$ cat src/spart/spart_baud_gen.sv
// baud rate generator with bit ticks for transmit and 16x ticks for receive
`timescale 1ns/1ps

module spart_baud_gen #(
   parameter int base_div = 868 // clocks per bit at br_cfg 0
) (
   input  logic       clk,
   input  logic       reset,
   input  logic [1:0] br_cfg,  // divisor = base_div >> br_cfg
   output logic       tx_tick, // once per bit
   output logic       rx_tick  // sixteen per bit
);

   localparam int cnt_w = $clog2(base_div + 1);

   logic [1:0]       br_q;     // last rate seen
   logic             rate_chg;
   logic [cnt_w-1:0] new_div;  // bit divisor for the incoming rate
   logic [cnt_w-1:0] bit_div;
   logic [cnt_w-1:0] sub_div;
   logic [cnt_w-1:0] bit_cnt;
   logic [cnt_w-1:0] sub_cnt;

   assign rate_chg = (br_cfg != br_q);
   assign new_div  = cnt_w'(base_div) >> br_cfg;
   assign bit_div  = cnt_w'(base_div) >> br_q;
   // never let the 16x divisor collapse to zero on slow divisors
   assign sub_div  = (bit_div < cnt_w'(16)) ? cnt_w'(1) : (bit_div >> 4);

   always_ff @(posedge clk) begin
      if (reset || rate_chg) begin
         br_q    <= br_cfg;
         bit_cnt <= new_div - 1'b1; // restart both counters together
         sub_cnt <= ((new_div < cnt_w'(16)) ? cnt_w'(1) : (new_div >> 4)) - 1'b1;
         tx_tick <= 1'b0;
         rx_tick <= 1'b0;
      end else begin
         tx_tick <= (bit_cnt == '0);
         rx_tick <= (sub_cnt == '0);
         bit_cnt <= (bit_cnt == '0) ? bit_div - 1'b1 : bit_cnt - 1'b1;
         sub_cnt <= (sub_cnt == '0) ? sub_div - 1'b1 : sub_cnt - 1'b1;
      end
   end

endmodule

$ cat config.mk
export PLATFORM = sky130hd
export DESIGN_NAME = spart_baud_gen
export DESIGN_NICKNAME = d
export VERILOG_FILES = /design/src/spart/spart_baud_gen.sv
export SDC_FILE = /design/constraint.sdc
export NUM_CORES = 1
export LEC_CHECK = 0
export ABC_AREA = 1
export BUFFER_PORTS_ARGS = -buffer_cell sky130_fd_sc_hd__buf_2
export CORE_MARGIN = 3
export CORE_UTILIZATION = 49
export DETAILED_ROUTE_END_ITERATION = 16
export GPL_ROUTABILITY_DRIVEN = 0
export PLACE_DENSITY_LB_ADDON = 0.1
export SLEW_MARGIN = 20
export SYNTH_ARGS = -nofsm -noshare
export SYNTH_HDL_FRONTEND = slang
export SYNTH_SLANG_ARGS = --single-unit
$ cat constraint.sdc
create_clock -name clk -period 4.95 [get_ports clk]
set_input_delay 0.2475 -clock clk [delete_from_list [all_inputs] [get_ports clk]]
set_output_delay 0.2475 -clock clk [all_outputs]
set_load 0.005 [all_outputs]
Yosys cells after proc, flatten, opt, wreduce, memory -nomap -nowiden
Cells that the tools add are included.

storage, ports and cells
  bits in registers = 24
  ROM bits = 0
  input bits = 4
  latch bits = 0
  memories = 0
  output and inout port bits = 2
  logic and storage cells = 25
  RAM bits = 0

cells by class
  muxes and demuxes = 6
  divide/modulo/power cells = 0
  add/subtract/negate cells = 6
  bitwise operators = 0
  equality and inequality tests = 1
  reductions and logical operators = 3
  order comparisons = 2
  shift operators = 2
  multiply operators = 0

operators with widths
  operator                                                      count
  two-way mux 10 bit                                            4
  subtractor 10 x 1 -> 10 bit (second input constant)           4
  zero test 10 bit                                              2
  less-than comparator 10 x 5 -> 1 bit (second input constant)  2
  >> shifter 10 x 2 -> 10 bit (first input constant)            2
  subtractor 6 x 1 -> 7 bit (second input constant)             2
  two-way mux 6 bit                                             2
  != test 2 bit                                                 1
  logical OR 1 bit                                              1

Logic depth before layout (Yosys ltp)
  depth after elaboration = 6
  gate-level depth with buffers = 15
  mapped depth without buffers = 14

Least setup slack after synthesis
Ideal clock, no wire load.

  path kind = reg2reg
  start = register br_q[1]
  end = register bit_cnt[8]
  cell stages (with the launch flop) = 16
  arrival time = 1.739 ns
  required time = 4.838 ns
  buffers on the path = 1
  period minus slack after synthesis = 1.851 ns
  library setup time = 0.112 ns
  slack = 3.099 ns
  cells stage by stage = edfxtp_1 > inv_2 > a21oi_2 > nand2_1 > nor2_2 > buf_6 > inv_2 > nand2_2 > nand2_2 > inv_2 > ha_1 > nand2_1 > nor2_2 > nand2_1 > nand2_1 > nand2_1

on the way
  word-level cells in the longest chain between the ends = 4
  elaborated cells on any way between the ends = 6
  those cells by class = add/sub: 1; eq/ne: 1; shift: 1; mux: 2; reduce/logical: 1

RTL lines
  item                         line  text
  from (decl)                  16    logic [1:0] br_q;
  from (signal assigned)       32    br_q <= br_cfg;
  >> shifter 10 x 2 -> 10 bit  26    assign bit_div = cnt_w'(base_div) >> br_q;
  subtractor 10 x 1 -> 10 bit  40    bit_cnt <= (bit_cnt == '0) ? bit_div - 1'b1 : bit_cnt - 1'b1;
  two-way mux 10 bit           40
  two-way mux 10 bit (*)       31    if (reset || rate_chg) begin
  to (signal assigned)         33    bit_cnt <= new_div - 1'b1;
  to (signal assigned)         40
  to (decl)                    21    logic [cnt_w-1:0] bit_cnt;

Every way passes the cells marked *; elsewhere a longest branch is shown, timed or not.
A chain may end at the register's enable or synchronous reset.

Final worst setup path
Ends and elaborated chain as after synthesis.

==> impl_results.md <==
* Result of the run: finished clean
* Nets at 233
* Detailed-router iteration count before antenna repair at 4
* Via count of the first global-routing pass at 1,206
* Net load switching power at 150 uW
* Clk network pwr share at 22.0%
* CP Data Arrival Time at 2.84 ns
* Synthesized netlist cell count at 210
* Insertion delay to the later sink of the worst-skew pair at 0.31 ns
* Fmax at 383 MHz
* Peak supply drop at 0.142 mV
* Area growth from synthesis to final layout at 5.21%
* Routed via count divided by cell count at 5.04
* Core region area at 2830 um^2
* Worst hold path startpoint: br_cfg[0]
* Place WS at 2.41 ns
* Placed cells at 244
* RSZ-0062 raised after global routing: false
* Final standard cell utilization of the core at 55.4%
* X dimension of the die at 61.1 um
* Setup TNS at 0 ns
* Pwr Total at 460 uW
* Max stage delay cell, worst path: nor2_2
* Number of register bits inferred by synthesis at 24
* Area occupied by multi-input gates at 853 um^2
* Warnings from Yosys at 0
* Sequential Power Share at 51.4%
* Peak per-stage delay on the critical path at 0.61 ns
* Transition time at the pin with the least slew margin at 0.785 ns
* Clock transition at path regs at 0.12 ns
* Switching share of power at 32.6%
* Wire length after detailed routing at 2910 um
* Core Rows at 19
* Postcts setup bufs at 0
* Internal power at 310 uW
* Cell taking the most area after synthesis: dfxtp_1
* Average footprint of a synthesized cell at 7.09 um^2
* Max transition margin at 47.6%
* Crit start category: flop
* Count of input and output buffers at 5
* Worst-case clock skew at 0.00437 ns
* Final count of pins violating max slew at 0
* Minimum clock period after layout at 2.61 ns
* Unique cell type count in the Yosys netlist at 27
* TritonCTS Buffers at 3
* CP Capture Type: flop
* Combinational power share at 26.7%
* Number of hold violations in the final report at 0
* Wire per inst at 11.7 um
* Dominant cells by area after synthesis: dfxtp_1, nand2_1, ha_1
* Number of antenna violations at the first check in global routing at 0
* Cell count of the worst reg-to-reg path at 14
* Synthesized netlist net count at 225
* Path type of the worst setup path: reg -> reg
* Share of the synthesized area in the top cell type at 29.6%
* Critical Path Fanout Max at 20
* Commonest non-fill, non-tap cells in the layout: nand2_1, nor2_1, inv_1
* Max Cap Violations at 0
* Pin count of the biggest net entering global routing at 21
* PD cells at 293 nW/um^2
* Effective utilization at floorplan at 52.6%
* Final-report setup violation count at 0
* Final antenna diode count at 0
* Crit share post-route at 52.8%
* Buffers & Inverters on Critical Path at 3
* Fillcell total at 275
* Clock tree from TritonCTS: done
* Total clock sinks at 24
* DR vias at 1,249
* Capture instance of the worst register-to-register path: bit_cnt[8]
* Layout cell share with drive strength beyond 1 at 12.4%
* First-pass GRT wire length at 4980 um
* Post-synthesis instance area at 1490 um^2
* GRT overflow at 0
* Die area at 3740 um^2
* Seq. cell area at 500 um^2
* Worst path cell trace: inv_2 -> a21oi_2 -> nand2_1 -> nor2_2 -> inv_2 -> nand2_2 -> nand2_2 -> inv_2 -> ha_1 -> nand2_1 -> nor2_2 -> nand2_1 -> nand2_1 -> nand2_1
* Antenna Nets Post-Route at 0
* Residual DRC at 0
* Leakage power summed over all cells at 0.000725 uW
* FF-to-FF Start: br_q[1]
* Dominant delay contributor by cell family on the critical path: simple AND/OR/NAND/NOR gates
* Final Worst Setup Slack at 2.34 ns
* Critical Path Most Common Cell: nand2_1
* Hold Path Cell Cnt at 1
* Num ports at 6
* Initial DRC count at 46
* Number of resized instances in the post-cts repair step at 0
* Post-DP HPWL at 2400 um
* Vert. Die Dim at 61.1 um
* Most common library cell in the layout ignoring fill and taps: nand2_1
* Tightest Hold Check Type: in -> reg
* Crit path required time at 5.17 ns
* Number of non-filler instances in the completed layout at 248
* Maximum root-to-sink buffer count at 2
* Register area share after synthesis at 33.6%
* End point of the most critical hold path: br_q[0]
* Master cell of the clock root buffer: clkbuf_4
* Worst R2R Setup Slack at 2.34 ns
* Number of hold-repair buffers added at the cts stage at 0
* Global router's overall resource usage at 17.9%
* Count of H-tree levels built during CTS at 1
==> cell type report <==
class	instances	share of cell area (%)
Clock buffer	4	2.32
Inverter	30	7.19
Multi-Input combinational cell	154	54.5
Sequential cell	24	31.9
Tap cell	31	2.48
Timing Repair Buffer	5	1.60
==> Yosys cell counts <==
master	number
nand2_1	53
nor2_1	30
inv_1	25
dfxtp_1	22
nand3_1	16
ha_1	11
xor2_1	8
nand2_2	6
a21oi_1	4
inv_2	4
nor2_2	4
xnor2_1	4
nor3_1	3
buf_6	2
edfxtp_1	2
nand3b_1	2
nor2_4	2
o21bai_1	2
o221ai_1	2
a211oi_1	1
a21oi_2	1
clkinv_1	1
nand3_2	1
nand4_1	1
o211ai_1	1
o21ai_0	1
or2_1	1
==> metal layers <==
metal / vias up / wire, um / GRT usage (%)
met2: 15 / 1400 / 31.4
met3: 6 / 76 / 5.03
li1: 663 / - / -
met5: - / 0 / 0
met1: 565 / 1390 / 21.5
met4: 0 / 39 / 4.64
==> how the worst max path moves through the flow <==
stage,start,to,slack [ns],depth (start not counted)
after detailed placement,br_q[1],bit_cnt[8],2.41,14
final,br_q[1],bit_cnt[8],2.34,14
after floorplan,br_q[1],bit_cnt[8],3.10,15
after CTS,br_q[1],bit_cnt[8],2.38,14
after global routing,br_q[1],bit_cnt[8],2.08,14
after global placement,br_q[1],bit_cnt[8],2.51,14
==> power groups by stage <==
stage	registers (uW)	clock network (uW)	logic, uW
2_1_floorplan	237	0	100
3_3_place_gp	240	0	121
3_5_place_dp	241	0	122
4_1_cts	236	105	123
5_1_grt	240	115	140
6_report	236	101	123
==> sequential cells by signal (all words and copies together) (netlist names) <==
| name | flops |
|---|---|
| bit_cnt | 10 |
| sub_cnt | 10 |
| br_q | 2 |
| rx_tick | 1 |
| tx_tick | 1 |
==> metrics by stage <==
| stage | hold slack (ns) | area [um^2] |
|---|---|---|
| final | 0.184 | 1570 |
| after global routing | 0.177 | 1570 |
| after CTS | 0.178 | 1570 |
| after detailed placement | 0.480 | 1530 |
| after global placement | 0.465 | 1530 |
| after floorplan | 0.346 | 1490 |
==> kinds of logic (layout without fill, tap and decap cells) <==
logic type                 count (synthesis)  in the layout  share of synthesized area, %
buffers and inverters                     32             39                          9.07
and+or+nand+nor                          119            119                          35.5
DFF                                       24             24                          33.6
adders and majority gates                 11             11                          9.24
AOI/OAI and AO/OA                         12             12                          5.46
xor gates and xnor gates                  12             12                          7.06
Note: power is estimated with default switching activity, not from simulation.
