**src/common/mmu_pkg.sv**
```systemverilog
// shared widths, opcode and state enums, serial byte and memory request structs
package mmu_pkg;

   //////////////////////////////////////////////////
   // widths
   //////////////////////////////////////////////////
   localparam int addr_w = 14; // word address, port b
   localparam int data_w = 64; // one memory word

   //////////////////////////////////////////////////
   // host command set, ascii opcodes
   //////////////////////////////////////////////////
   typedef enum logic [7:0] {
      cmd_write = 8'h57, // 'W' addr hi, addr lo, 8 data bytes
      cmd_read  = 8'h52, // 'R' addr hi, addr lo
      cmd_flush = 8'h46  // 'F' one flsh pulse
   } cmd_e;

   // single byte replies
   localparam logic [7:0] reply_ack = 8'h4B; // 'K' after write or flush
   localparam logic [7:0] reply_err = 8'h45; // 'E' unknown opcode

   // controller states, value also goes out on the state pins
   typedef enum logic [3:0] {
      st_idle    = 4'd0, // waiting for opcode
      st_addr_hi = 4'd1,
      st_addr_lo = 4'd2,
      st_data    = 4'd3, // collecting write bytes
      st_write   = 4'd4, // one cycle memory write
      st_read    = 4'd5, // one cycle memory read
      st_send    = 4'd6, // streaming read data back
      st_reply   = 4'd7  // single reply byte
   } ctrl_state_e;

   // byte strobe, used rx to ctrl and ctrl to tx
   typedef struct packed {
      logic       strobe; // one clock wide
      logic [7:0] data;
   } uart_byte_t;

   // port b request to the data memory
   typedef struct packed {
      logic              en;
      logic              we;   // write when en also high
      logic [addr_w-1:0] addr;
      logic [data_w-1:0] data;
   } mem_req_t;

endpackage

```
**src/spart/spart_tx.sv**
```systemverilog
// serial transmitter, one 8N1 frame per byte strobe
`timescale 1ns/1ps

module spart_tx (
   input  logic                clk,
   input  logic                reset,
   input  logic                tx_tick, // one per bit
   input  mmu_pkg::uart_byte_t tx_byte,
   output logic                txd,
   output logic                tx_busy
);

   logic [9:0] frame;   // stop, data msb..lsb, start
   logic [3:0] bit_cnt; // bits already put on the line

   //////////////////////////////////////////////////
   // frame shifter
   //////////////////////////////////////////////////
   always_ff @(posedge clk) begin
      if (reset) begin
         txd     <= 1'b1; // idle mark
         tx_busy <= 1'b0;
         bit_cnt <= '0;
      end else if (!tx_busy) begin
         txd <= 1'b1;
         if (tx_byte.strobe) begin
            tx_busy <= 1'b1;
            bit_cnt <= '0;
         end
      end else if (tx_tick) begin
         if (bit_cnt == 4'd10) begin
            // stop bit has had its full period
            tx_busy <= 1'b0;
            txd     <= 1'b1;
         end else begin
            txd     <= frame[0];
            bit_cnt <= bit_cnt + 1'b1;
         end
      end
   end

   // payload, loaded on the strobe and shifted per tick
   always_ff @(posedge clk) begin
      if (!tx_busy && tx_byte.strobe)
         frame <= {1'b1, tx_byte.data, 1'b0};
      else if (tx_busy && tx_tick)
         frame <= {1'b1, frame[9:1]}; // refill with mark
   end

endmodule

```
**config.mk**
```make
export PLATFORM = sky130hd
export DESIGN_NAME = spart_tx
export DESIGN_NICKNAME = d
export VERILOG_FILES = /design/src/common/mmu_pkg.sv /design/src/spart/spart_tx.sv
export SDC_FILE = /design/constraint.sdc
export NUM_CORES = 1
export LEC_CHECK = 0
export BUFFER_PORTS_ARGS = -buffer_cell sky130_fd_sc_hd__buf_2
export CAP_MARGIN = 20
export CORE_ASPECT_RATIO = 1.1
export CORE_MARGIN = 2
export CORE_UTILIZATION = 45
export DETAILED_ROUTE_END_ITERATION = 10
export PLACE_DENSITY_LB_ADDON = 0.2
export SYNTH_ARGS = -nofsm -noshare
export SYNTH_HDL_FRONTEND = slang
export SYNTH_SLANG_ARGS = --single-unit
```
**constraint.sdc**
```tcl
create_clock -name clk -period 1.6 [get_ports clk]
set_input_delay 0.16 -clock clk [delete_from_list [all_inputs] [get_ports clk]]
set_output_delay 0.16 -clock clk [all_outputs]
set_load 0.01 [all_outputs]
```
* Word-level counts from Yosys, hierarchy flattened
Cells that the tools add are included.
** Word-level totals
- Register bits after elaboration :: 15
- Input port bits :: 12
- Output and inout bits :: 2
- Word-level logic and storage cells :: 28
** Operators by class
- Add/subtract/negate cells :: 1
- Eq/ne operators :: 3
- Multiplexer cells :: 11
- Bitwise operators :: 1
- Reduce and logical (&&, ||, !) cells :: 7
** Operator list (count)
- $mux W9 :: 2
- $mux W4 :: 4
- $mux W1 :: 5
- $add A4 B1 Y4 const B :: 1
- $eq A4 B4 Y1 const B :: 1
- $ne A2 B2 Y1 const B :: 2
- $reduce_bool A2 Y1 :: 2
- $reduce_and A3 Y1 :: 1
- $logic_and A1 B1 Y1 :: 2
- $reduce_or A2 Y1 :: 1
- $logic_not A1 Y1 :: 1
- $not A1 Y1 :: 1

* Longest topological paths before layout
- Depth in word-level cells :: 4
- Mapped depth :: 6
- Depth with buffers taken out :: 5

* Worst setup path after synthesis
OpenSTA, ideal clock, no wires.
- Kind :: reg2reg
- Start point :: register bit_cnt[0]
- End point :: register bit_cnt[1]
- Library setup time :: 0.070 ns
- Arrival time :: 1.436 ns
- Required time :: 1.530 ns
- Slack :: 0.094 ns
- Stages on the path, launching flop included :: 7
- Path buffers :: 1
- Clock period less this slack :: 1.506 ns
- Path through :: dfxtp_1 inv_1 ha_1 and3b_1 buf_6 or4b_1 a21oi_1
** Between the ends
- Longest elaborated chain between the ends :: 4
- Elaborated cells between the ends (all ways) :: 7
- Those cells by class :: add/sub: 1; eq/ne: 2; mux: 3; reduce/logical: 1
** Ends and longest elaborated chain
- start, declared :: RTL line spart_tx.sv:14 : logic [3:0] bit_cnt;
- start signal, assigned :: RTL line spart_tx.sv:37 : bit_cnt <= bit_cnt + 1'b1;
- $add A4 B1 Y4 :: RTL line spart_tx.sv:37
- $mux W4 :: RTL line spart_tx.sv:31 : if (bit_cnt == 4'd10) begin
- $mux W4 :: RTL line spart_tx.sv:30 : end else if (tx_tick) begin
- $mux W4 :: RTL line spart_tx.sv:24 : end else if (!tx_busy) begin
Several ways; a longest one is shown, not always the timed one. The select of a mux whose other input is x is not followed.
A chain may end at the register's enable or synchronous reset.

* Worst setup path in the final report
Ends and elaborated chain as after synthesis.

==> out/qor.yml <==
place:
  io_buffers: 13
  dpl.cell_count: 97
  place_area_sq_um: 768.2
  place_ws_ns: 0.03691
  place_congestion: 0.7722
  dp_hpwl_um: 919
layout:
  layout-drive-gt1-share_pct: 24.42
  stdcell_count: 102
  final_area_sq_um: 804.5
  final_common_cell: "nand2_1"
  fin_nets: 101
  diodes: 0
  areaGrowthSynthToFinish_pct: 15.23
  layout_common_cells: "nand2_1 (16), buf_2 (13), edfxtp_1 (8)"
sta:
  drv_slew: 0
  clock_skew_ns: 0.006552
  worst-slew-pin-transition_ns: 0.3559
  finalSetupViolations: 0
  min_period_ns: 1.519
  period_share_pct: 94.91
  fin_ws_ns: 0.08144
  max-slew-margin-rel_pct: 76.22
  tns_ns: 0
  hold_ws_ns: 0.1141
  hold_viol: 0
  fmax_ghz: 0.6585
worst_setup_path:
  cp_data_arrival_time_ns: 1.73
  worstPathCellList: "inv_1 -> ha_1 -> and3b_2 -> or4b_1 -> a21oi_1"
  r2r_start: "bit_cnt[0]"
  worstPathRequired_ns: 1.81
  worstReg2RegEnd: "bit_cnt[1]"
  path_buf_inv: 1
  r2r.worst_path.cells: 5
  crit_path_start_kind: "flip-flop"
  critPathTopFamily: "simple AND/OR/NAND/NOR gates"
  rrSetupSlack_ns: 0.08
  endpoint_kind: "flip-flop"
  cp_max_fo: 8
  slowest_delay_ns: 0.48
  cp_slowest_cell: "or4b_1"
  crit_type: "reg -> reg"
route:
  drc: 0
  vias_per_cell: 5.461
  detail_route.wirelength_um: 1269
  routedWlPerCell_um: 12.44
  firstDrtPassIters: 4
  vias: 557
  ant_nets: 0
  drtIter0Drc: 7
clock_network:
  hold_buffers: 0
  clk_pin_slew_ns: 0.09
  clk_path_buf_depth: 2
  cts_tree: "built"
  clk_latency_ns: 0.27
  numCtsBuffers: 3
  cts_root_buf: "clkbuf_4"
  cts_max_level: 1
  cts_sinks: 15
hold_path:
  hold_depth: 2
  hp-class: "in -> reg"
  min_to: "bit_cnt[2]"
  hp-start: "reset"
synth:
  synth.distinct_cells: 25
  synthArstFlopShare_pct: 0
  synth_ff_type: "edfxtp_1"
  seq_area_frac_synth_pct: 54.48
  syn_avg_cell_area_sq_um: 9.833
  synth_edf_count: 8
  synth_area_sq_um: 698.2
  synth_fp_nets: 85
  yosysWarnings: 0
  synth_seq_cells: 15
  syn-instance-count: 71
grt:
  grt_use_total_pct: 15.98
  grt_max_degree: 10
  overflow: 0
  grt_first_pass_wirelength_um: 2325
  grt_pass1_vias: 541
  antenna_found_initial: 0
power_and_ir_drop:
  power_switching_w: 0.0001698
  p_leak_nw: 0.3259
  p_clk_share_pct: 28.7
  p_per_area_mw_per_mm2: 914.0
  power.share.switching_pct: 23.09
  p_comb_share_pct: 10.5
  pwr-share-seq_pct: 60.8
  ir_worst_vdd_mv: 0.4657
  p_int_w: 0.0005655
floorplanning:
  rows: 14
  core_sq_mm: 0.001401
  die_w_um: 41.56
  initial_core_util_pct: 49.82
  io-pin-count: 14
  die_h_um: 45.31
  dieArea_sq_mm: 0.001883
run:
  cap_violations: 0
status:
  status: "finished clean"
stage by stage:
stage                     util, %  power [W]
after global placement      54.82  0.0005302
after floorplan                 -  0.0004982
after detailed placement    54.82  0.0005324
after CTS                   56.70  0.0007401
final                       57.41  0.0007354
after global routing        57.41  0.0007791
worst register-to-register path, cell delays in order, from the launching register on:
cell	delay, ns
dfxtp_2	0.36
inv_1	0.05
ha_1	0.18
and3b_2	0.24
or4b_1	0.48
a21oi_1	0.15
power groups by stage:
stage	clock (W)	combinational [W]	sequential (W)
detailed placement	0	0.0000762	0.000456
global route	0.000239	0.0000886	0.000451
finish	0.000211	0.0000770	0.000447
floorplan	0	0.0000446	0.000454
CTS	0.000216	0.0000763	0.000448
global placement	0	0.0000748	0.000455
final cells by class:
type                       instances  area [sq um]
sequential                        15         381.6
fill                             124         596.8
timing repair buffer              15         80.08
tap                               16         20.02
multi-input combinational         50         289.0
inverter                           2         7.507
clock buffer                       4         26.28
flip-flops by register name (all words and copies together), names as in the netlist:
| name | cells |
|---|---|
| bit_cnt | 4 |
| tx_busy | 1 |
| txd | 1 |
| frame | 9 |
routing by layer:
| metal | part of all wire, % | GRT usage [%] |
|---|---|---|
| met1 | 48 | 20.35 |
| met2 | 49 | 25.94 |
| met3 | 2.1 | 3.600 |
| met4 | 0.71 | 7.742 |
| met5 | 0 | 0 |
logic make-up after synthesis:
group                      synth area share [%]
AOI/OAI and AO/OA                         14.34
adders and majority gates                 3.584
buffers and inverters                     4.301
DFF                                       54.48
and+or+nand+nor                           23.30
worst max path at each step:
stage,startpoint,end,slack [ns],cells after the start
finish,bit_cnt[0],bit_cnt[1],0.08,5
global route,bit_cnt[0],bit_cnt[1],-0.02,5
CTS,bit_cnt[0],bit_cnt[1],0.02,5
detailed placement,bit_cnt[0],bit_cnt[1],0.04,5
global placement,bit_cnt[0],bit_cnt[1],0.10,5
floorplan,bit_cnt[0],bit_cnt[1],0.09,6
timing repair:
action                                  CTS  global route
endpoints found under the setup margin    0             1
resized for setup                         0             2
setup buffers                             0             1
cell usage after synthesis (all sizes together), types with 2 or more instances:
| cell | n | area (sq um) |
|---|---|---|
| nand2 | 16 | 60.06 |
| edfxtp | 8 | 240.2 |
| dfxtp | 7 | 140.1 |
| o21ai | 5 | 25.02 |
| nand3 | 4 | 20.02 |
| a21oi | 3 | 15.01 |
| clkbuf | 3 | 11.26 |
| o211ai | 3 | 22.52 |
| a22o | 2 | 17.52 |
| ha | 2 | 25.02 |
| inv | 2 | 7.510 |
| nand2b | 2 | 12.51 |
| or3 | 2 | 12.51 |
No activity file was read; power rests on OpenSTA's default activity.
