**src/common/mmu_pkg.sv**
```systemverilog
// shared widths, opcode and state enums, serial byte and memory request structs
package mmu_pkg;

   //////////////////////////////////////////////////
   // widths
   //////////////////////////////////////////////////
   localparam int addr_w = 14; // word address, port b
   localparam int data_w = 64; // one memory word

   //////////////////////////////////////////////////
   // host command set, ascii opcodes
   //////////////////////////////////////////////////
   typedef enum logic [7:0] {
      cmd_write = 8'h57, // 'W' addr hi, addr lo, 8 data bytes
      cmd_read  = 8'h52, // 'R' addr hi, addr lo
      cmd_flush = 8'h46  // 'F' one flsh pulse
   } cmd_e;

   // single byte replies
   localparam logic [7:0] reply_ack = 8'h4B; // 'K' after write or flush
   localparam logic [7:0] reply_err = 8'h45; // 'E' unknown opcode

   // controller states, value also goes out on the state pins
   typedef enum logic [3:0] {
      st_idle    = 4'd0, // waiting for opcode
      st_addr_hi = 4'd1,
      st_addr_lo = 4'd2,
      st_data    = 4'd3, // collecting write bytes
      st_write   = 4'd4, // one cycle memory write
      st_read    = 4'd5, // one cycle memory read
      st_send    = 4'd6, // streaming read data back
      st_reply   = 4'd7  // single reply byte
   } ctrl_state_e;

   // byte strobe, used rx to ctrl and ctrl to tx
   typedef struct packed {
      logic       strobe; // one clock wide
      logic [7:0] data;
   } uart_byte_t;

   // port b request to the data memory
   typedef struct packed {
      logic              en;
      logic              we;   // write when en also high
      logic [addr_w-1:0] addr;
      logic [data_w-1:0] data;
   } mem_req_t;

endpackage

```
**src/spart/spart_rx.sv**
```systemverilog
// serial receiver, 16x oversampled, 8N1 frames to one byte strobe
`timescale 1ns/1ps

module spart_rx (
   input  logic                clk,
   input  logic                reset,
   input  logic                rxd,     // async line from host
   input  logic                rx_tick, // 16 per bit
   output mmu_pkg::uart_byte_t rx_byte
);

   typedef enum logic [1:0] {
      rx_idle,
      rx_start, // checking start bit at mid point
      rx_data,
      rx_stop
   } rx_state_e;

   rx_state_e  state_q;
   logic       rxd_s1, rxd_s2, rxd_s3; // sync chain, s3 for edge
   logic       start_fall;
   logic [3:0] tick_cnt;               // ticks within a bit
   logic [2:0] bit_cnt;                // data bit index
   logic [7:0] shreg;                  // lsb arrives first
   logic       strobe_q;

   assign start_fall = rxd_s3 & ~rxd_s2;

   // shreg is stable once the frame completes
   assign rx_byte = '{strobe: strobe_q, data: shreg};

   //////////////////////////////////////////////////
   // input synchronizer
   //////////////////////////////////////////////////
   always_ff @(posedge clk) begin
      if (reset) begin
         rxd_s1 <= 1'b1; // line idles high
         rxd_s2 <= 1'b1;
         rxd_s3 <= 1'b1;
      end else begin
         rxd_s1 <= rxd;
         rxd_s2 <= rxd_s1;
         rxd_s3 <= rxd_s2;
      end
   end

   //////////////////////////////////////////////////
   // frame fsm
   //////////////////////////////////////////////////
   always_ff @(posedge clk) begin
      if (reset) begin
         state_q  <= rx_idle;
         tick_cnt <= '0;
         bit_cnt  <= '0;
         strobe_q <= 1'b0;
      end else begin
         strobe_q <= 1'b0;
         case (state_q)
            rx_idle: if (start_fall) begin
               state_q  <= rx_start;
               tick_cnt <= '0;
            end
            rx_start: if (rx_tick) begin
               tick_cnt <= tick_cnt + 1'b1;
               if (tick_cnt == 4'd7) begin // half a bit in
                  tick_cnt <= '0;
                  bit_cnt  <= '0;
                  state_q  <= rxd_s2 ? rx_idle : rx_data; // glitch, back off
               end
            end
            rx_data: if (rx_tick) begin
               tick_cnt <= tick_cnt + 1'b1;
               if (tick_cnt == 4'd15) begin // mid bit
                  shreg   <= {rxd_s2, shreg[7:1]};
                  bit_cnt <= bit_cnt + 1'b1;
                  if (bit_cnt == 3'd7)
                     state_q <= rx_stop;
               end
            end
            rx_stop: if (rx_tick) begin
               tick_cnt <= tick_cnt + 1'b1;
               if (tick_cnt == 4'd15) begin
                  strobe_q <= rxd_s2; // bad stop bit drops the byte
                  state_q  <= rx_idle;
               end
            end
            default: state_q <= rx_idle;
         endcase
      end
   end

endmodule

```
**config.mk**
```make
export PLATFORM = sky130hd
export DESIGN_NAME = spart_rx
export DESIGN_NICKNAME = d
export VERILOG_FILES = /design/src/common/mmu_pkg.sv /design/src/spart/spart_rx.sv
export SDC_FILE = /design/constraint.sdc
export NUM_CORES = 1
export LEC_CHECK = 0
export ABC_AREA = 0
export BUFFER_PORTS_ARGS = -buffer_cell sky130_fd_sc_hd__buf_2
export CORE_ASPECT_RATIO = 1.5
export CORE_MARGIN = 2
export CORE_UTILIZATION = 30
export DETAILED_ROUTE_END_ITERATION = 10
export PLACE_DENSITY = 0.55
export SETUP_SLACK_MARGIN = 0.2
export SYNTH_ARGS = -nofsm -noshare
export SYNTH_HDL_FRONTEND = slang
export SYNTH_SLANG_ARGS = --single-unit
```
**constraint.sdc**
```tcl
create_clock -name clk -period 3 [get_ports clk]
set_clock_uncertainty 0.2 [all_clocks]
set_input_delay 0.3 -clock clk [delete_from_list [all_inputs] [get_ports clk]]
set_output_delay 0.3 -clock clk [all_outputs]
set_load 0.1 [all_outputs]
```
**Word-level counts from Yosys, hierarchy flattened**

Cells that the tools add are included.

- Bits in registers: 21
- Output and inout bits: 9

- Add/subtract/negate cells: 2
- Equal/unequal tests: 15
- Mux-type cells: 20
- Bitwise gates (word level): 6
- Reduce and logical (&&, ||, !) cells: 8

Operators by type and width:

| kind | count |
|---|---|
| $mux W2 | 9 |
| $mux W4 | 4 |
| $ne A2 B2 Y1 const B | 8 |
| $mux W3 | 4 |
| $pmux W4 S3 | 1 |
| $pmux W2 S4 | 1 |
| $reduce_and A8 Y1 | 1 |
| $pmux W3 S2 | 1 |
| $not A1 Y1 | 5 |
| $reduce_and A5 Y1 | 1 |
| $add A4 B1 Y4 const B | 1 |
| $eq A2 B2 Y1 const B | 2 |
| $eq A4 B3 Y1 const B | 1 |
| $eq A4 B4 Y1 const B | 1 |
| $reduce_and A4 Y1 | 1 |
| $reduce_or A4 Y1 | 1 |
| $add A3 B1 Y3 const B | 1 |
| $eq A3 B3 Y1 const B | 1 |
| $reduce_and A3 Y1 | 1 |
| $eq A2 B1 Y1 const B | 1 |
| $logic_not A2 Y1 | 1 |
| $ne A2 B1 Y1 const B | 1 |
| $reduce_bool A2 Y1 | 1 |
| $reduce_or A2 Y1 | 1 |
| $and A1 B1 Y1 | 1 |

**Depth between registers and ports, before layout**

- Depth after elaboration: 5
- Mapped depth: 5

**Least setup slack after synthesis**

No wires, ideal clock.

- Kind: reg2reg
- From: register tick_cnt[0]
- To: register shreg[0], enable pin
- Data arrival time: 1,287 ps
- Setup slack: 1,143 ps
- Stages on the path, launching flop included: 6
- Clock period less this slack: 1,857 ps
- Path through: dfxtp_1 ha_1 and3_1 buf_2 nand3b_1 nor2_1

- Longest elaborated chain between the ends: 2

Ends and longest elaborated chain:

| element | RTL line | RTL |
|---|---|---|
| from (decl) | spart_rx.sv:22 | `logic [3:0] tick_cnt;` |
| from (signal assigned) | spart_rx.sv:64 | `tick_cnt <= tick_cnt + 1'b1;` |
| from (signal assigned) | spart_rx.sv:72 | `tick_cnt <= tick_cnt + 1'b1;` |
| from (signal assigned) | spart_rx.sv:81 | `tick_cnt <= tick_cnt + 1'b1;` |
| $eq A4 B4 Y1 | spart_rx.sv:73 | `if (tick_cnt == 4'd15) begin` |
| $reduce_and A4 Y1 (no line) | -- |  |
| to (signal assigned) | spart_rx.sv:74 | `shreg <= {rxd_s2, shreg[7:1]};` |
| to (decl) | spart_rx.sv:24 | `logic [7:0] shreg;` |

No other way between the ends.
A chain may end at the register's enable or synchronous reset.

**Final worst setup path**

Ends and elaborated chain as after synthesis.

==> metrics.yaml <==
cts_root_buf: "clkbuf_8"
crit_fanout: 8
die_area_um2: 3605
numCtsBuffers: 3
place_inst: 125
timing.final.crit_share_pct: 69.11
fin_cells: 129
postCtsSetupRepairBufs: 0
p_leak_nw: 0.3715
critPathMaxStageDelay_ns: 0.52
areaGrowthSynthToFinish_pct: 12.65
worstSetupPathType: "reg2reg"
async_flop_share_pct: 0
grt_pass1_wl_um: 2760
portBuffers: 12
yosysWarnings: 0
cp-end-kind: "flip-flop"
clk_pin_slew_ns: 0.08
grt_pass1_vias: 598
finalPower_uw: 497.9
ioPinCount: 13
ctsHoldBuffers: 0
reg2reg_slack_ns: 0.93
synthCells: 80
crit_chain: "ha_1 -> and3_1 -> nand3b_1 -> nor2_1"
fin_crit_ns: 2.073
clk_path_buf_depth: 2
slew_headroom_pct: 58.01
insertion_delay_ns: 0.25
use_met1_pct: 13.04
synth_area_leader_cell: "dfxtp_1"
drt_iter0_drc: 9
status: "completed"
synth.most_common_cell: "dfxtp_1"
rr_worst_depth: 4
hold_slack_ns: 0.02499
insertedDiodeCount: 0
synthTopCellsByArea: "dfxtp_1 (28%), edfxtp_1 (26%), ha_1 (4.0%)"
grtUsageTotal_pct: 10.01
synth_top_area_share_pct: 27.70
drc: 0
cp.arrival_ns: 1.77
tns_ns: 0
place_area_um2: 1012
finalNetCount: 98
grt_use_met2_pct: 15.56
ys_types: 36
setup_viol: 0
cp.required_ns: 2.69
finish.instance_area_um2: 1059
antenna_left: 0
synth-seq-cells: 21
cts_resized: 0
fmax_mhz: 482.3
hp-class: "in2reg"
wl_um: 1576
postSynthAreaPerCell_um2: 11.75
vdd_drop_max_mv: 0.2174
first_pass_iters: 3
synth_area_um2: 939.7
grtUsageMet3_pct: 1.852
grt_overflow: 0
grt_max_degree: 17
worst_pin_slew_ns: 0.6276
design.core.area_um2: 2943
vias: 613
r2r_start: "tick_cnt[0]$_SDFFE_PP0P_"
power_density_nw_per_um2: 470.4
viasPerCell: 4.752
ys.flop_type: "dfxtp_1"
cap_violations: 0
cts_htree_levels: 1
yosys-top-cells-count: "dfxtp_1 (13), edfxtp_1 (8), nand3b_1 (5)"
synth_edf_count: 8
rsz0062_at_grt: "false"
busiest_layer: "met2"
clock_sinks: 21
antenna_found_initial: 0
final_layout_size_suffix_gt1_share_pct: 28.89
gp_congestion: 0.7129
wl_per_cell_um: 12.22
seq_area_frac_synth_pct: 53.26
die_y_um: 72.55
startpoint: "tick_cnt[0]$_SDFFE_PP0P_"
cts_tree: "built"
start_kind: "flip-flop"
initial_utilization_pct: 31.93
rows: 24
cp-endpoint: "shreg[0]$_DFFE_PP_"
hold_viol_final: 0
cpMaxStageDelayCell: "nor2_1"
synth_nets: 87
finalMaxSlewViolations: 0
die_x_um: 49.70
rr_endpoint: "shreg[0]$_DFFE_PP_"
## kinds of logic (layout without fill, tap and decap cells)
group / Yosys count / count (layout) / share of synthesized area, %
AOI/OAI and AO/OA: 14 / 14 / 11.98
xor gates and xnor gates: 2 / 2 / 1.865
adders and majority gates: 3 / 3 / 3.995
buffers and inverters: 8 / 18 / 4.661
DFF: 21 / 21 / 53.26
muxes: 3 / 3 / 3.728
and+or+nand+nor: 29 / 29 / 20.51
## report_power, final
group	switching, mW	leakage [nW]	total, mW	internal [mW]
clock network	0.0903	0.0255	0.183	0.0923
registers	0.00384	0.177	0.300	0.296
logic	0.00707	0.169	0.0152	0.00813
## flip-flops by register name, summed over array words and instances, names as in the netlist, named ones only
register and flops:
shreg 8, rxd_s3 1, rxd_s1 1, tick_cnt 4
strobe_q 1, bit_cnt 3, rxd_s2 1, state_q 1
## cell type report
class | instances | area (µm²)
multi-input cells | 51 | 395.4
clock buffers | 3 | 41.29
inverters | 2 | 7.507
flip-flops and latches | 21 | 500.5
fillers | 316 | 1884
clock inverters | 1 | 5.005
repair buffers | 12 | 60.06
well taps | 39 | 48.80
## per-layer routing
| metal | vias to the layer above | part of all wire [%] | wire [µm] |
|---|---|---|---|
| met3 | 2 | 3.0 | 47 |
| met2 | 7 | 48 | 759 |
| met1 | 291 | 48 | 751 |
| met5 | - | 0 | 0 |
| met4 | 0 | 1.1 | 18 |
| li1 | 313 | - | - |
## stage by stage
| step | setup WS, ns | util [%] |
|---|---|---|
| 3_3_place_gp | 0.9861 | 34.40 |
| 5_1_grt | 0.7470 | 35.97 |
| 2_1_floorplan | 1.143 | - |
| 4_1_cts | 0.8992 | 35.97 |
| 3_5_place_dp | 0.9104 | 34.40 |
| 6_report | 0.9266 | 35.97 |
## cells in the final DEF (no fill, tap or decap), types with 3 or more instances in the layout
cell / synthesis / layout
nor2_1: 3 / 3
dfxtp_1: 13 / 13
a21oi_1: 3 / 3
buf_2: 2 / 12
nand2b_1: 3 / 3
edfxtp_1: 8 / 8
nand3_1: 4 / 4
or2_2: 3 / 3
ha_1: 3 / 3
clkbuf_8: 0 / 3
nand3b_1: 5 / 5
## worst min path at each step
stage | startpoint | to | slack [ns] | cells past startpoint
after floorplan | rxd_s1$_SDFF_PP1_ | rxd_s2$_SDFF_PP1_ | 0.19 | 1
after global placement | rxd_s1$_SDFF_PP1_ | rxd_s2$_SDFF_PP1_ | 0.19 | 1
after detailed placement | rxd_s1$_SDFF_PP1_ | rxd_s2$_SDFF_PP1_ | 0.19 | 1
after CTS | rxd | rxd_s1$_SDFF_PP1_ | 0.02 | 2
after global routing | rxd | rxd_s1$_SDFF_PP1_ | 0.02 | 2
final | rxd | rxd_s1$_SDFF_PP1_ | 0.02 | 2
## critical path: cells and delay by family, from the launching register on
family / cells / cell delay, ns
simple gates: 3 / 0.93
fa+ha+maj: 1 / 0.22
flops: 1 / 0.37
Note: power is estimated with default switching activity, not from simulation.
