### src/common/mmu_pkg.sv
// shared widths, opcode and state enums, serial byte and memory request structs
package mmu_pkg;

   //////////////////////////////////////////////////
   // widths
   //////////////////////////////////////////////////
   localparam int addr_w = 14; // word address, port b
   localparam int data_w = 64; // one memory word

   //////////////////////////////////////////////////
   // host command set, ascii opcodes
   //////////////////////////////////////////////////
   typedef enum logic [7:0] {
      cmd_write = 8'h57, // 'W' addr hi, addr lo, 8 data bytes
      cmd_read  = 8'h52, // 'R' addr hi, addr lo
      cmd_flush = 8'h46  // 'F' one flsh pulse
   } cmd_e;

   // single byte replies
   localparam logic [7:0] reply_ack = 8'h4B; // 'K' after write or flush
   localparam logic [7:0] reply_err = 8'h45; // 'E' unknown opcode

   // controller states, value also goes out on the state pins
   typedef enum logic [3:0] {
      st_idle    = 4'd0, // waiting for opcode
      st_addr_hi = 4'd1,
      st_addr_lo = 4'd2,
      st_data    = 4'd3, // collecting write bytes
      st_write   = 4'd4, // one cycle memory write
      st_read    = 4'd5, // one cycle memory read
      st_send    = 4'd6, // streaming read data back
      st_reply   = 4'd7  // single reply byte
   } ctrl_state_e;

   // byte strobe, used rx to ctrl and ctrl to tx
   typedef struct packed {
      logic       strobe; // one clock wide
      logic [7:0] data;
   } uart_byte_t;

   // port b request to the data memory
   typedef struct packed {
      logic              en;
      logic              we;   // write when en also high
      logic [addr_w-1:0] addr;
      logic [data_w-1:0] data;
   } mem_req_t;

endpackage

### src/design/mmu_cmd_ctrl.sv
// command parser and sequencer for serial writes, reads, flush and replies
`timescale 1ns/1ps

module mmu_cmd_ctrl (
   input  logic                 clk,
   input  logic                 reset,
   input  mmu_pkg::uart_byte_t  rx_byte, // from spart_rx
   input  logic                 tx_busy,
   output mmu_pkg::uart_byte_t  tx_byte, // to spart_tx
   output mmu_pkg::mem_req_t    mem_req, // port b
   input  logic [63:0]          rdata,   // held from last read
   output logic                 flsh,
   output mmu_pkg::ctrl_state_e state
);

   mmu_pkg::ctrl_state_e        state_q;
   logic                        is_write;  // W vs R after the address
   logic [mmu_pkg::addr_w-1:0]  addr_q;
   logic [mmu_pkg::data_w-1:0]  wdata_q;   // msb byte arrives first
   logic [2:0]                  byte_cnt;
   logic [7:0]                  reply_q;
   logic                        tx_strobe_q;
   logic [7:0]                  tx_data_q;
   logic                        tx_ready;  // tx idle and no strobe in flight

   assign state    = state_q;
   assign tx_byte  = '{strobe: tx_strobe_q, data: tx_data_q};
   // busy only rises the clock after our strobe
   assign tx_ready = !tx_busy && !tx_strobe_q;

   //////////////////////////////////////////////////
   // memory request, decoded from state
   //////////////////////////////////////////////////
   always_comb begin
      mem_req.en   = (state_q == mmu_pkg::st_write) || (state_q == mmu_pkg::st_read);
      mem_req.we   = (state_q == mmu_pkg::st_write);
      mem_req.addr = addr_q;
      mem_req.data = wdata_q;
   end

   //////////////////////////////////////////////////
   // sequencer
   //////////////////////////////////////////////////
   always_ff @(posedge clk) begin
      if (reset) begin
         state_q     <= mmu_pkg::st_idle;
         is_write    <= 1'b0;
         byte_cnt    <= '0;
         flsh        <= 1'b0;
         tx_strobe_q <= 1'b0;
      end else begin
         flsh        <= 1'b0; // single clock pulse
         tx_strobe_q <= 1'b0;
         case (state_q)
            mmu_pkg::st_idle: if (rx_byte.strobe) begin
               case (mmu_pkg::cmd_e'(rx_byte.data))
                  mmu_pkg::cmd_write: begin
                     is_write <= 1'b1;
                     state_q  <= mmu_pkg::st_addr_hi;
                  end
                  mmu_pkg::cmd_read: begin
                     is_write <= 1'b0;
                     state_q  <= mmu_pkg::st_addr_hi;
                  end
                  mmu_pkg::cmd_flush: begin
                     flsh    <= 1'b1;
                     reply_q <= mmu_pkg::reply_ack;
                     state_q <= mmu_pkg::st_reply;
                  end
                  default: begin
                     reply_q <= mmu_pkg::reply_err; // unknown opcode
                     state_q <= mmu_pkg::st_reply;
                  end
               endcase
            end
            mmu_pkg::st_addr_hi: if (rx_byte.strobe) begin
               addr_q[13:8] <= rx_byte.data[5:0]; // top two bits dropped
               state_q      <= mmu_pkg::st_addr_lo;
            end
            mmu_pkg::st_addr_lo: if (rx_byte.strobe) begin
               addr_q[7:0] <= rx_byte.data;
               byte_cnt    <= '0;
               state_q     <= is_write ? mmu_pkg::st_data : mmu_pkg::st_read;
            end
            mmu_pkg::st_data: if (rx_byte.strobe) begin
               wdata_q  <= {wdata_q[55:0], rx_byte.data};
               byte_cnt <= byte_cnt + 1'b1;
               if (byte_cnt == 3'd7)
                  state_q <= mmu_pkg::st_write;
            end
            mmu_pkg::st_write: begin
               reply_q <= mmu_pkg::reply_ack; // write lands this edge
               state_q <= mmu_pkg::st_reply;
            end
            mmu_pkg::st_read: begin
               byte_cnt <= '0; // rdata valid next clock
               state_q  <= mmu_pkg::st_send;
            end
            mmu_pkg::st_send: if (tx_ready) begin
               tx_strobe_q <= 1'b1;
               tx_data_q   <= rdata[8*(3'd7 - byte_cnt) +: 8]; // msb byte first
               byte_cnt    <= byte_cnt + 1'b1;
               if (byte_cnt == 3'd7)
                  state_q <= mmu_pkg::st_idle;
            end
            mmu_pkg::st_reply: if (tx_ready) begin
               tx_strobe_q <= 1'b1;
               tx_data_q   <= reply_q;
               state_q     <= mmu_pkg::st_idle;
            end
            default: state_q <= mmu_pkg::st_idle;
         endcase
      end
   end

endmodule

### config.mk
export PLATFORM = sky130hd
export DESIGN_NAME = mmu_cmd_ctrl
export DESIGN_NICKNAME = d
export VERILOG_FILES = /design/src/common/mmu_pkg.sv /design/src/design/mmu_cmd_ctrl.sv
export SDC_FILE = /design/constraint.sdc
export NUM_CORES = 1
export LEC_CHECK = 0
export ABC_AREA = 1
export BUFFER_PORTS_ARGS = -buffer_cell sky130_fd_sc_hd__clkbuf_2
export CAP_MARGIN = 20
export CORE_MARGIN = 2
export CORE_UTILIZATION = 40
export CTS_CLUSTER_DIAMETER = 200
export DETAILED_ROUTE_END_ITERATION = 8
export PLACE_DENSITY = 0.72
export SLEW_MARGIN = 20
export SYNTH_ARGS = -nofsm -noshare
export SYNTH_HDL_FRONTEND = slang
export SYNTH_SLANG_ARGS = --single-unit
### constraint.sdc
create_clock -name clk -period 4 [get_ports clk]
set_clock_uncertainty 0.15 [all_clocks]
set_input_delay 0.2 -clock clk [delete_from_list [all_inputs] [get_ports clk]]
set_output_delay 0.2 -clock clk [all_outputs]
set_load 0.02 [all_outputs]
# == After elaboration in Yosys (flattened, before gate mapping) ==
# Cells that the tools add are included.
# word_totals
regBits,104
output_inout_bits,94
# op_classes
addsub,2
n_reduce_logical,21
eq_ne,20
n_bitwise,4
mux,24
shift,1
# ops
op,n
variable part select 64 x 33 -> 8 bit,1
one-hot mux 8 bit (2 select lines),3
2-to-1 mux 4 bit,8
one-hot mux 4 bit (8 select lines),1
"== test 8 x 7 -> 1 bit, second input constant",3
2-to-1 mux 8 bit,3
"!= test 2 bit, second input constant",9
"== test 4 x 3 -> 1 bit, second input constant",4
2-to-1 mux 3 bit,5
one-hot mux 3 bit (4 select lines),1
AND reduction 3 bit,4
AND reduction 4 bit,3
"== test 4 x 2 -> 1 bit, second input constant",2
AND reduction 8 bit,1
nonzero test 2 bit,3
OR reduction 2 bit,3
"== test 4 x 1 -> 1 bit, second input constant",1
logical NOT 4 bit,1
inverter 1 bit,4
nonzero test 4 bit,1
"subtractor 3 x 3 -> 4 bit, first input constant",1
"adder 3 x 1 -> 3 bit, second input constant",1
"== test 3 bit, second input constant",1
OR reduction 3 bit,1
5 further kinds,7

# == Logic depth before layout (Yosys ltp) ==
# Gate-level depths: netlist of the first run.
# logic_depth
ltp_word,5
ltp_mapped,10
depth_no_buf,9

# == Least setup slack after synthesis of the first run ==
# Ideal clock, no wire load.
# synth_timing
path_type,reg2reg
start,reg state_q[1] (netlist: state[1])
end,"reg wdata_q[0] in the netlist's numbering, enable pin"
slack_ns,-0.049
path_stages_with_launch,4
arrival_ns,3.412
n_path_buf,1
period_less_slack_ns,4.049
setup_ns,0.486
path_cell_list,dfxtp_1 buf_6 nand3_2 nor2_1
# synth_between
elab_chain_cells,2
# synth_rtl
element,line_no,rtl
from (decl),mmu_cmd_ctrl.sv:16,mmu_pkg::ctrl_state_e state_q;
from (signal assigned),mmu_cmd_ctrl.sv:46,state_q <= mmu_pkg::st_idle;
from (signal assigned),mmu_cmd_ctrl.sv:59,state_q <= mmu_pkg::st_addr_hi;
from (signal assigned),mmu_cmd_ctrl.sv:63,state_q <= mmu_pkg::st_addr_hi;
== test 4 x 2 -> 1 bit,mmu_cmd_ctrl.sv:54,case (state_q)
AND reduction 3 bit (no line),-,
to (signal assigned),mmu_cmd_ctrl.sv:86,"wdata_q <= {wdata_q[55:0], rx_byte.data};"
to (decl),mmu_cmd_ctrl.sv:19,logic [mmu_pkg::data_w-1:0] wdata_q;
# No other way between the ends.
# A chain may end at the register's enable or synchronous reset.

# == Final worst setup path of the first run ==
# layout_timing
start,in reset
end,"reg wdata_q[19] in the netlist's numbering, enable pin"
# layout_between
elab_chain_cells,2
# layout_rtl
element,line_no,rtl
from (decl),mmu_cmd_ctrl.sv:6,"input logic reset,"
inverter 1 bit (no line),-,
AND reduction 3 bit (no line),-,
# No other way between the ends.

==> impl_metrics.toml, run 1 <==
[global_routing]
grt_max_degree = 65
grt_pass1_vias = 2634
antenna_found_initial = 0
overflow = 0
gr-usage-all-layers = 0.158
grt_pass1_wl_um = 12800

[floorplan]
die_w_um = 103
initial_core_util = 0.405
io_pins = 170
fp.coreArea_mm2 = 0.00964
die_y_um = 103
dieArea_mm2 = 0.0106
row_count = 36

[worst_setup_path]
required_ps = 3830
crit_path_top_delay_cell = "buf_4"
cp_top_family = "buffers and inverters"
critPathMaxStageDelay_ps = 620
r2r_start = "state[1]"
path_class = "input pin to flop"
r2r_slack_ps = 1930
cp_cell_sequence = "dlygate4sd3_1 > clkbuf_2 > inv_1 > nand2_1 > nor2_4 > buf_4"
start_kind = "input pin"
r2r_cells = 3
end_kind = "flop"
crit_buf_inv = 4
r2r-end = "wdata_q[19]"
crit_fanout = 64
arrival_ps = 1990

[drt]
drcViolationCount = 0
avgRoutedWirePerCell_um = 13.6
first_iter_violations = 116
vias_per_cell = 4.79
first_pass_iters = 4
wl_um = 8780
via_count = 3089
ant_nets = 0

[synth]
synth_area_leader_cell = "edfxtp_1"
synthAdderAreaFrac = 0.00641
synth_top_area_frac = 0.677
synthSimpleGateAreaFrac = 0.140
yosysWarnings = 0
ys.flop_type = "edfxtp_1"
syn-num-nets = 406
netlist_area_mm2 = 0.00390
ys_types = 27
synth_mux_area_frac = 0
async_flop_share = 0
synth.avg_cell_area_um2 = 11.9
synth-edff-count = 88
synth-xor-area-share = 0
ys_ff_latch = 97
yosys-top-cells-count = "edfxtp_1, nor2_1, nand2_1"
yosysSeqAreaShare = 0.723
synth_area_leaders = "edfxtp_1, nor2_1, dfxtp_1, nand2_1, o21ai_0"
syn_inst = 328
yosysMostFrequentCell = "edfxtp_1"
synth_top_family_by_area = "simple AND/OR/NAND/NOR gates"
synth_compound_gate_area_share = 0.0830

[cts]
cts_resized = 0
cts_tree = "done"
cts_hold_buffers = 10
insertion_delay_ps = 350
clock-sinks = 97
clock_path_buffers = 2
cts_setup_buffers = 0
root_buffer = "clkbuf_8"
htree_num_levels = 3
clk_pin_slew_worst_paths_ps = 90
numCtsBuffers = 9

[min_path]
min_to = "tx_data_q[0]"
worstHoldStart = "rdata[24]"
hold_depth = 5
hp-class = "input pin to flop"

[layout]
stdcell_area_mm2 = 0.00516
drive_gt1_frac = 0.395
area_growth_pct = 32.2
nNetsFinal = 585
antennaDiodeCount = 0

[timing]
slew_violations = 0
rsz0062_at_grt = "no"
period_needed_ps = 2160
finalCritPeriodShare = 0.540
fmaxAchievable_ghz = 0.463
tightest_slew_ps = 798
setup_viol = 0
tns_ps = 0
max-slew-margin-rel = 0.468
finalHoldViolCount = 0

[flow_run]
cap_violations = 0

[power_and_ir_drop]
leakagePower_nw = 2.22
ir_drop_mv = 0.325
powerDensity_mw_per_mm2 = 462

[placement]
portBuffers = 168
dpl-instance-area_mm2 = 0.00486
gp_congestion = 0.867
dp_hpwl_um = 6510

[status]
status = "finished clean"
==> cells by family (layout without fill, tap and decap cells) <==
logic type / count (synthesis) / count (layout)
AO/OA/AOI/OAI: 60 / 60
adder cells (fa/ha/maj): 2 / 2
flip-flops: 97 / 97
buffers and inverters: 39 / 223
other: 1 / 1
AND/OR/NAND/NOR: 129 / 129
==> layer usage <==
metal  track usage  share of wire  vias up
met3        0.0393          0.067       18
li1              -              -     1502
met4        0.0638          0.020        0
met2         0.261           0.51      117
met1         0.201           0.41     1452
met5             0              0        -
==> layout make-up <==
| cell class | count | area (um^2) |
|---|---|---|
| Inverter | 25 | 93.8 |
| Multi-Input combinational cell | 192 | 911 |
| Clock buffer | 9 | 124 |
| Sequential cell | 97 | 2820 |
| Tap cell | 133 | 166 |
| Clock inverter | 7 | 71.3 |
| Timing Repair Buffer | 182 | 971 |
| Fill cell | 879 | 4480 |
==> per-stage QoR <==
step	hold WS, ps	power (mW)	utilization	cells	setup WS, ps
finish	113	2.39	0.535	645	1840
global route	108	2.53	0.535	645	1710
CTS	87.1	2.41	0.535	645	1630
global placement	258	1.78	0.504	619	1830
floorplan	119	1.65	-	328	1020
detailed placement	264	1.80	0.504	619	1650
==> state kept, by name, summed over array words and instances, names as in the netlist <==
| name | count |
|---|---|
| addr_q | 14 |
| wdata_q | 64 |
| byte_cnt | 3 |
| is_write | 1 |
| flsh | 1 |
| tx_data_q | 8 |
| reply_q | 2 |
| tx_strobe_q | 1 |
| state | 3 |
==> how the worst max path moves through the flow <==
stage               startpoint      endpoint  slack (ps)  cells past startpoint
finish                   reset   wdata_q[19]        1840                      6
global route             reset   wdata_q[27]        1710                      6
CTS                   state[1]  tx_data_q[0]        1630                      2
detailed placement    state[1]  tx_data_q[0]        1650                      2
global placement      state[1]  tx_data_q[5]        1830                      2
floorplan             state[1]    wdata_q[0]        1020                      3
==> report_power, final <==
part           total [mW]  switching, mW  internal, mW  leakage [nW]
Sequential           1.26         0.0729          1.18         0.866
Clock               0.601          0.357         0.244        0.0931
Combinational       0.529          0.336         0.193          1.26
Total                2.39          0.766          1.62          2.22
==> cells in the final DEF, fill, tap and decap left out, types with 3 or more instances in the layout <==
| cell type | instances |
|---|---|
| a21oi_1 | 14 |
| nor2_4 | 3 |
| dlygate4sd3_1 | 10 |
| edfxtp_1 | 88 |
| dfxtp_1 | 9 |
| nand3_1 | 14 |
| o21ai_0 | 33 |
| buf_4 | 4 |
| clkbuf_2 | 168 |
| inv_2 | 5 |
| nand2_1 | 47 |
| clkbuf_8 | 9 |
| nor2_1 | 55 |
| inv_1 | 20 |
| o211ai_1 | 4 |
| o22ai_1 | 6 |
==> worst min-delay path, cell delays in order <==
cell      delay, ps
clkbuf_2         70
nand2_1          50
nand3_1          70
a22oi_1          60
nand2_1          60
Note: power is estimated with default switching activity, not from simulation.
==> run 2, diff against run 1 <==
==> constraint.sdc (replaced) <==
create_clock -name clk -period 1.8 [get_ports clk]
set_clock_uncertainty 0.15 [all_clocks]
set_input_delay 0.09 -clock clk [delete_from_list [all_inputs] [get_ports clk]]
set_output_delay 0.09 -clock clk [all_outputs]
set_load 0.02 [all_outputs]
==> run 2 against run 1 <==
  * Flip-flop and latch count unchanged
  * Clock power increased by 140%
  * Via count increased by 1.1%
  * First-iteration DRC count unchanged
  * Routed wire length grew 1.8%
  * Critical path type unchanged
==> impl_metrics.toml, run 2 (synthesis gave the netlist of run 1 again) <==
[status]
status = "finished clean"

[worst_setup_path]
crit_path_top_delay_cell = "dlygate4sd3_1"
critPathMaxStageDelay_ps = 530
r2r_cells = 5
path_class = "input pin to flop"
required_ps = 1680
r2r_slack_ps = 170
r2r_start = "state[2]"
arrival_ps = 1520
end_kind = "flop"
crit_path_end = "wdata_q[59]"
crit_cells = 6
crit_fanout = 41
crit_buf_inv = 4
start_kind = "input pin"
cp_top_family = "buffers and inverters"
r2r-end = "tx_data_q[5]"
cp_cell_sequence = "dlygate4sd3_1 > clkbuf_2 > inv_1 > nand2_1 > nor2_4 > buf_12"
critPathLaunch = "reset"

[layout]
final_cell_mix = "clkbuf_2, edfxtp_1, nor2_1"
area_growth_pct = 35.2
fillers = 884
antennaDiodeCount = 0
drive_gt1_frac = 0.403
largestRegisters = "wdata_q x64, addr_q x14, tx_data_q x8"
fin_cells = 652
nNetsFinal = 592
largest_reg_flops = 64
regMostFlops = "wdata_q"
final_util = 0.547
layout_commonest_cell = "clkbuf_2"

[placement]
dp_cells = 624
portBuffers = 168
dp_hpwl_um = 6690
gp_congestion = 0.863

[timing]
rsz0062_at_grt = "no"
setup_viol = 0
fmaxAchievable_ghz = 0.611
period_needed_ps = 1640
slew_violations = 0
finalHoldViolCount = 0
finalCritPeriodShare = 0.910

[drt]
via_count = 3122
vias_per_cell = 4.79
avgRoutedWirePerCell_um = 13.7
first_iter_violations = 116
ant_nets = 0
drcViolationCount = 0
first_pass_iters = 5
wl_um = 8940

[cts]
cts_setup_buffers = 0
clock-sinks = 97
insertion_delay_ps = 350
clock_path_buffers = 2
cts_tree = "done"
clk_pin_slew_worst_paths_ps = 90
root_buffer = "clkbuf_8"
numCtsBuffers = 9
htree_num_levels = 3

[floorplan]
io_pins = 170
fp.coreArea_mm2 = 0.00964
initial_core_util = 0.405
row_count = 36
dieArea_mm2 = 0.0106
die_w_um = 103
die_y_um = 103

[global_routing]
grt_pass1_vias = 2715
antenna_found_initial = 0
gr-usage-all-layers = 0.160
overflow = 0
grt_max_degree = 42
grt_pass1_wl_um = 13000

[power_and_ir_drop]
power.share.clock = 0.265
powerDensity_mw_per_mm2 = 1040
power_frac_seq = 0.501
swShare = 0.312
ir_drop_mv = 0.677
leakagePower_nw = 2.28
p_int_mw = 3.79
p_comb_frac = 0.233
power_switching_mw = 1.72

[flow_run]
cap_violations = 0

[min_path]
hp-class = "input pin to flop"
-- run 2: worst register-to-register path, delay by kind of cell, from the launching register on --
kind | cells | cell delay (ps)
AOI/OAI and AO/OA | 1 | 140
buffers and inverters | 1 | 190
DFF | 1 | 440
and+or+nand+nor | 3 | 460
-- run 2: worst min path at each step --
stage,start,endpoint,cells after the start
after floorplan,reset,state[1],1
final,rx_byte[8],flsh,3
after global routing,rdata[48],tx_data_q[0],5
after detailed placement,rx_byte[7],addr_q[7],1
after global placement,rx_byte[7],addr_q[7],1
after CTS,rdata[24],tx_data_q[0],5
-- run 2: repair_timing --
action                                 in CTS  in global routing
setup endpoints to repair                   0                 25
endpoints found under the hold margin      29                  0
hold buffers                               12                  0
gates resized for setup                     0                  3
-- run 2: metal layers --
metal	routed length [um]	GRT usage
met1	3700	0.214
met2	4480	0.262
met3	579	0.0346
met4	182	0.0547
met5	0	0
-- run 2: per-stage QoR --
| stage | setup TNS [ps] | power [mW] | cell area [um^2] | setup slack, ps | hold WS (ps) |
|---|---|---|---|---|---|
| after floorplan | -21740 | 3.68 | 3930 | -340 | -0.643 |
| after global placement | 0 | 4.03 | 4940 | 224 | 149 |
| after detailed placement | 0 | 4.07 | 4940 | 175 | 155 |
| after CTS | 0 | 5.55 | 5270 | 115 | 2.59 |
| after global routing | 0 | 5.79 | 5280 | 13.5 | 19.2 |
| final | 0 | 5.50 | 5280 | 162 | 25.1 |
-- run 2: layout make-up --
class,count,area [um^2],area share
multi-input combinational,192,918,0.174
clock inverter,7,82.6,0.0157
clock buffer,9,124,0.0235
timing repair buffer,189,1060,0.200
sequential,97,2830,0.536
tap,133,166,0.0315
inverter,25,98.8,0.0187
-- run 2: power groups by stage --
stage / Sequential [mW] / Combinational, mW / Clock [mW]
3_3_place_gp: 2.80 / 1.23 / 0
6_report: 2.76 / 1.28 / 1.46
5_1_grt: 2.78 / 1.43 / 1.58
3_5_place_dp: 2.81 / 1.26 / 0
2_1_floorplan: 2.87 / 0.808 / 0
4_1_cts: 2.76 / 1.29 / 1.51
==> run 3, diff against run 2 <==
--- a/config.mk
+++ b/config.mk
@@ -5,7 +5,6 @@
 export SDC_FILE = /design/constraint.sdc
 export NUM_CORES = 1
 export LEC_CHECK = 0
-export ABC_AREA = 1
 export BUFFER_PORTS_ARGS = -buffer_cell sky130_fd_sc_hd__clkbuf_2
 export CAP_MARGIN = 20
 export CORE_MARGIN = 2
==> run 3 against run 2 <==
  * Register-to-register slack got worse by 60 ps
  * Sequential share of layout area is 0.15 points higher
  * Highest routed layer unchanged
  * Cell count decreased by 17%
  * Non-clock buffer count grew 2
  * Die area shrank 1.6%
  * Routed wire length decreased by 1.4%
  * Maximum frequency down 5.7%
==> impl_metrics.toml, run 3 <==
[timing]
period_needed_ps = 1740
setup_viol = 0
fmaxAchievable_ghz = 0.576
tns_ps = 0
finalHoldViolCount = 0
fin_ws_ps = 63.5
slew_violations = 0
rsz0062_at_grt = "no"
finalCritPeriodShare = 0.965

[layout]
fillers = 784
fin_cells = 539
final_cell_mix = "clkbuf_2, edfxtp_1, mux4_2"
largestRegisters = "wdata_q x64, addr_q x14, tx_data_q x8"
final_util = 0.568
nNetsFinal = 483
area_growth_pct = 37.3
largest_reg_flops = 64
seq_area_mm2 = 0.00283
layout_commonest_cell = "clkbuf_2"
antennaDiodeCount = 0
multi_input_area_um2 = 966
stdcell_area_mm2 = 0.00527
regMostFlops = "wdata_q"
drive_gt1_frac = 0.556

[min_path]
hp-class = "input pin to flop"

[cts]
cts_tree = "done"
root_buffer = "clkbuf_8"
clk_pin_slew_worst_paths_ps = 110
numCtsBuffers = 9
htree_num_levels = 3
insertion_delay_ps = 350
clock-sinks = 97
clock_path_buffers = 2

[floorplan]
die_w_um = 102
fp.coreArea_mm2 = 0.00928
io_pins = 170
die_y_um = 102
dieArea_mm2 = 0.0104
initial_core_util = 0.413
row_count = 35

[drt]
vias_per_cell = 4.87
via_count = 2627
first_pass_iters = 4
first_iter_violations = 72
avgRoutedWirePerCell_um = 16.4
ant_nets = 0
drcViolationCount = 0
wl_um = 8820

[placement]
gp_congestion = 0.858
dpl-instance-area_mm2 = 0.00493
dp_cells = 511
portBuffers = 168
dp_hpwl_um = 6640
dp_slack_ps = 30.2

[global_routing]
gr-usage-all-layers = 0.160
overflow = 0
grt_pass1_vias = 2576
grt_pass1_wl_um = 12600
antenna_found_initial = 0
grt_max_degree = 38

[synth]
ys_ff_latch = 97
synth_area_leader_cell = "edfxtp_1"
syn_inst = 214
synth.avg_cell_area_um2 = 17.9
syn-num-nets = 292
synth-edff-count = 88
synth_area_leaders = "edfxtp_1, mux4_2, dfxtp_1, mux2i_1, nor2_1"
yosysSeqAreaShare = 0.735
async_flop_share = 0
yosysWarnings = 0
ys.flop_type = "edfxtp_1"
ys_types = 37
yosys-top-cells-count = "edfxtp_1, mux4_2, nor2_1"
netlist_area_mm2 = 0.00384
yosysMostFrequentCell = "edfxtp_1"
synth_top_area_frac = 0.688

[worst_setup_path]
crit_buf_inv = 2
arrival_ps = 1710
crit_path_top_delay_cell = "dlygate4sd3_1"
end_kind = "flop"
path_class = "input pin to flop"
crit_fanout = 5
start_kind = "input pin"
cp_top_family = "buffers and inverters"
cp_cell_sequence = "dlygate4sd3_1 > clkbuf_2 > nor4bb_1 > o211ai_1 > a21oi_1 > nor4_2"
critPathMaxStageDelay_ps = 540
required_ps = 1770

[power_and_ir_drop]
powerDensity_mw_per_mm2 = 987
ir_drop_mv = 0.602
leakagePower_nw = 2.08

[flow_run]
cap_violations = 0

[status]
status = "finished clean"
[run 3: report_power, final]
| group | internal (mW) | total, mW | switching, mW |
|---|---|---|---|
| Clock | 0.544 | 1.37 | 0.827 |
| Sequential | 2.60 | 2.71 | 0.108 |
| Combinational | 0.503 | 1.11 | 0.611 |
[run 3: path summary, 6_finish.rpt]
kind                       to  depth (start not counted)  slack, ps         from
setup / recovery   reply_q[2]                          6         60   rx_byte[5]
hold / removal       is_write                          4         60   rx_byte[0]
setup reg to reg    addr_q[6]                          3        110     state[0]
hold reg to reg   wdata_q[32]                          0        300  wdata_q[24]
[run 3: routing by layer]
metal  up-vias  global-route usage  part of all wire
li1       1226                   -                 -
met1      1297               0.215              0.42
met2        95               0.254              0.51
met3         9              0.0492             0.059
met4         0              0.0462             0.010
met5         -                   0                 0
[run 3: worst min-delay path, cell delays in order]
cell      delay, ps
clkbuf_2        100
and2_1          140
mux2i_1          70
a21oi_1         130
[run 3: cell families after synthesis]
kind of cell | share of synthesized area
AO/OA/AOI/OAI | 0.0401
XOR/XNOR | 0.00228
adder cells (fa/ha/maj) | 0.00652
buffers and inverters | 0.0235
flip-flops | 0.735
multiplexers | 0.117
other | 0.000977
AND/OR/NAND/NOR | 0.0740
[run 3: final cells by class]
| class | count | area share |
|---|---|---|
| multi-input combinational | 101 | 0.183 |
| clock inverter | 7 | 0.0138 |
| timing repair buffer | 191 | 0.208 |
| sequential | 97 | 0.538 |
| inverter | 5 | 0.00356 |
| clock buffer | 9 | 0.0235 |
| tap | 129 | 0.0306 |
[run 3: what timing repair did]
action	4_1_cts	5_1_grt
resized for setup	0	3
hold endpoints to repair	25	0
setup buffers	0	1
setup endpoints to repair	0	6
hold buffers	10	0
[run 3: per-stage QoR]
stage               power (mW)  hold WS [ps]
floorplan                 3.53          18.7
global placement          3.80           173
detailed placement        3.83           178
CTS                       5.23          36.2
global route              5.45          65.3
finish                    5.20          64.7
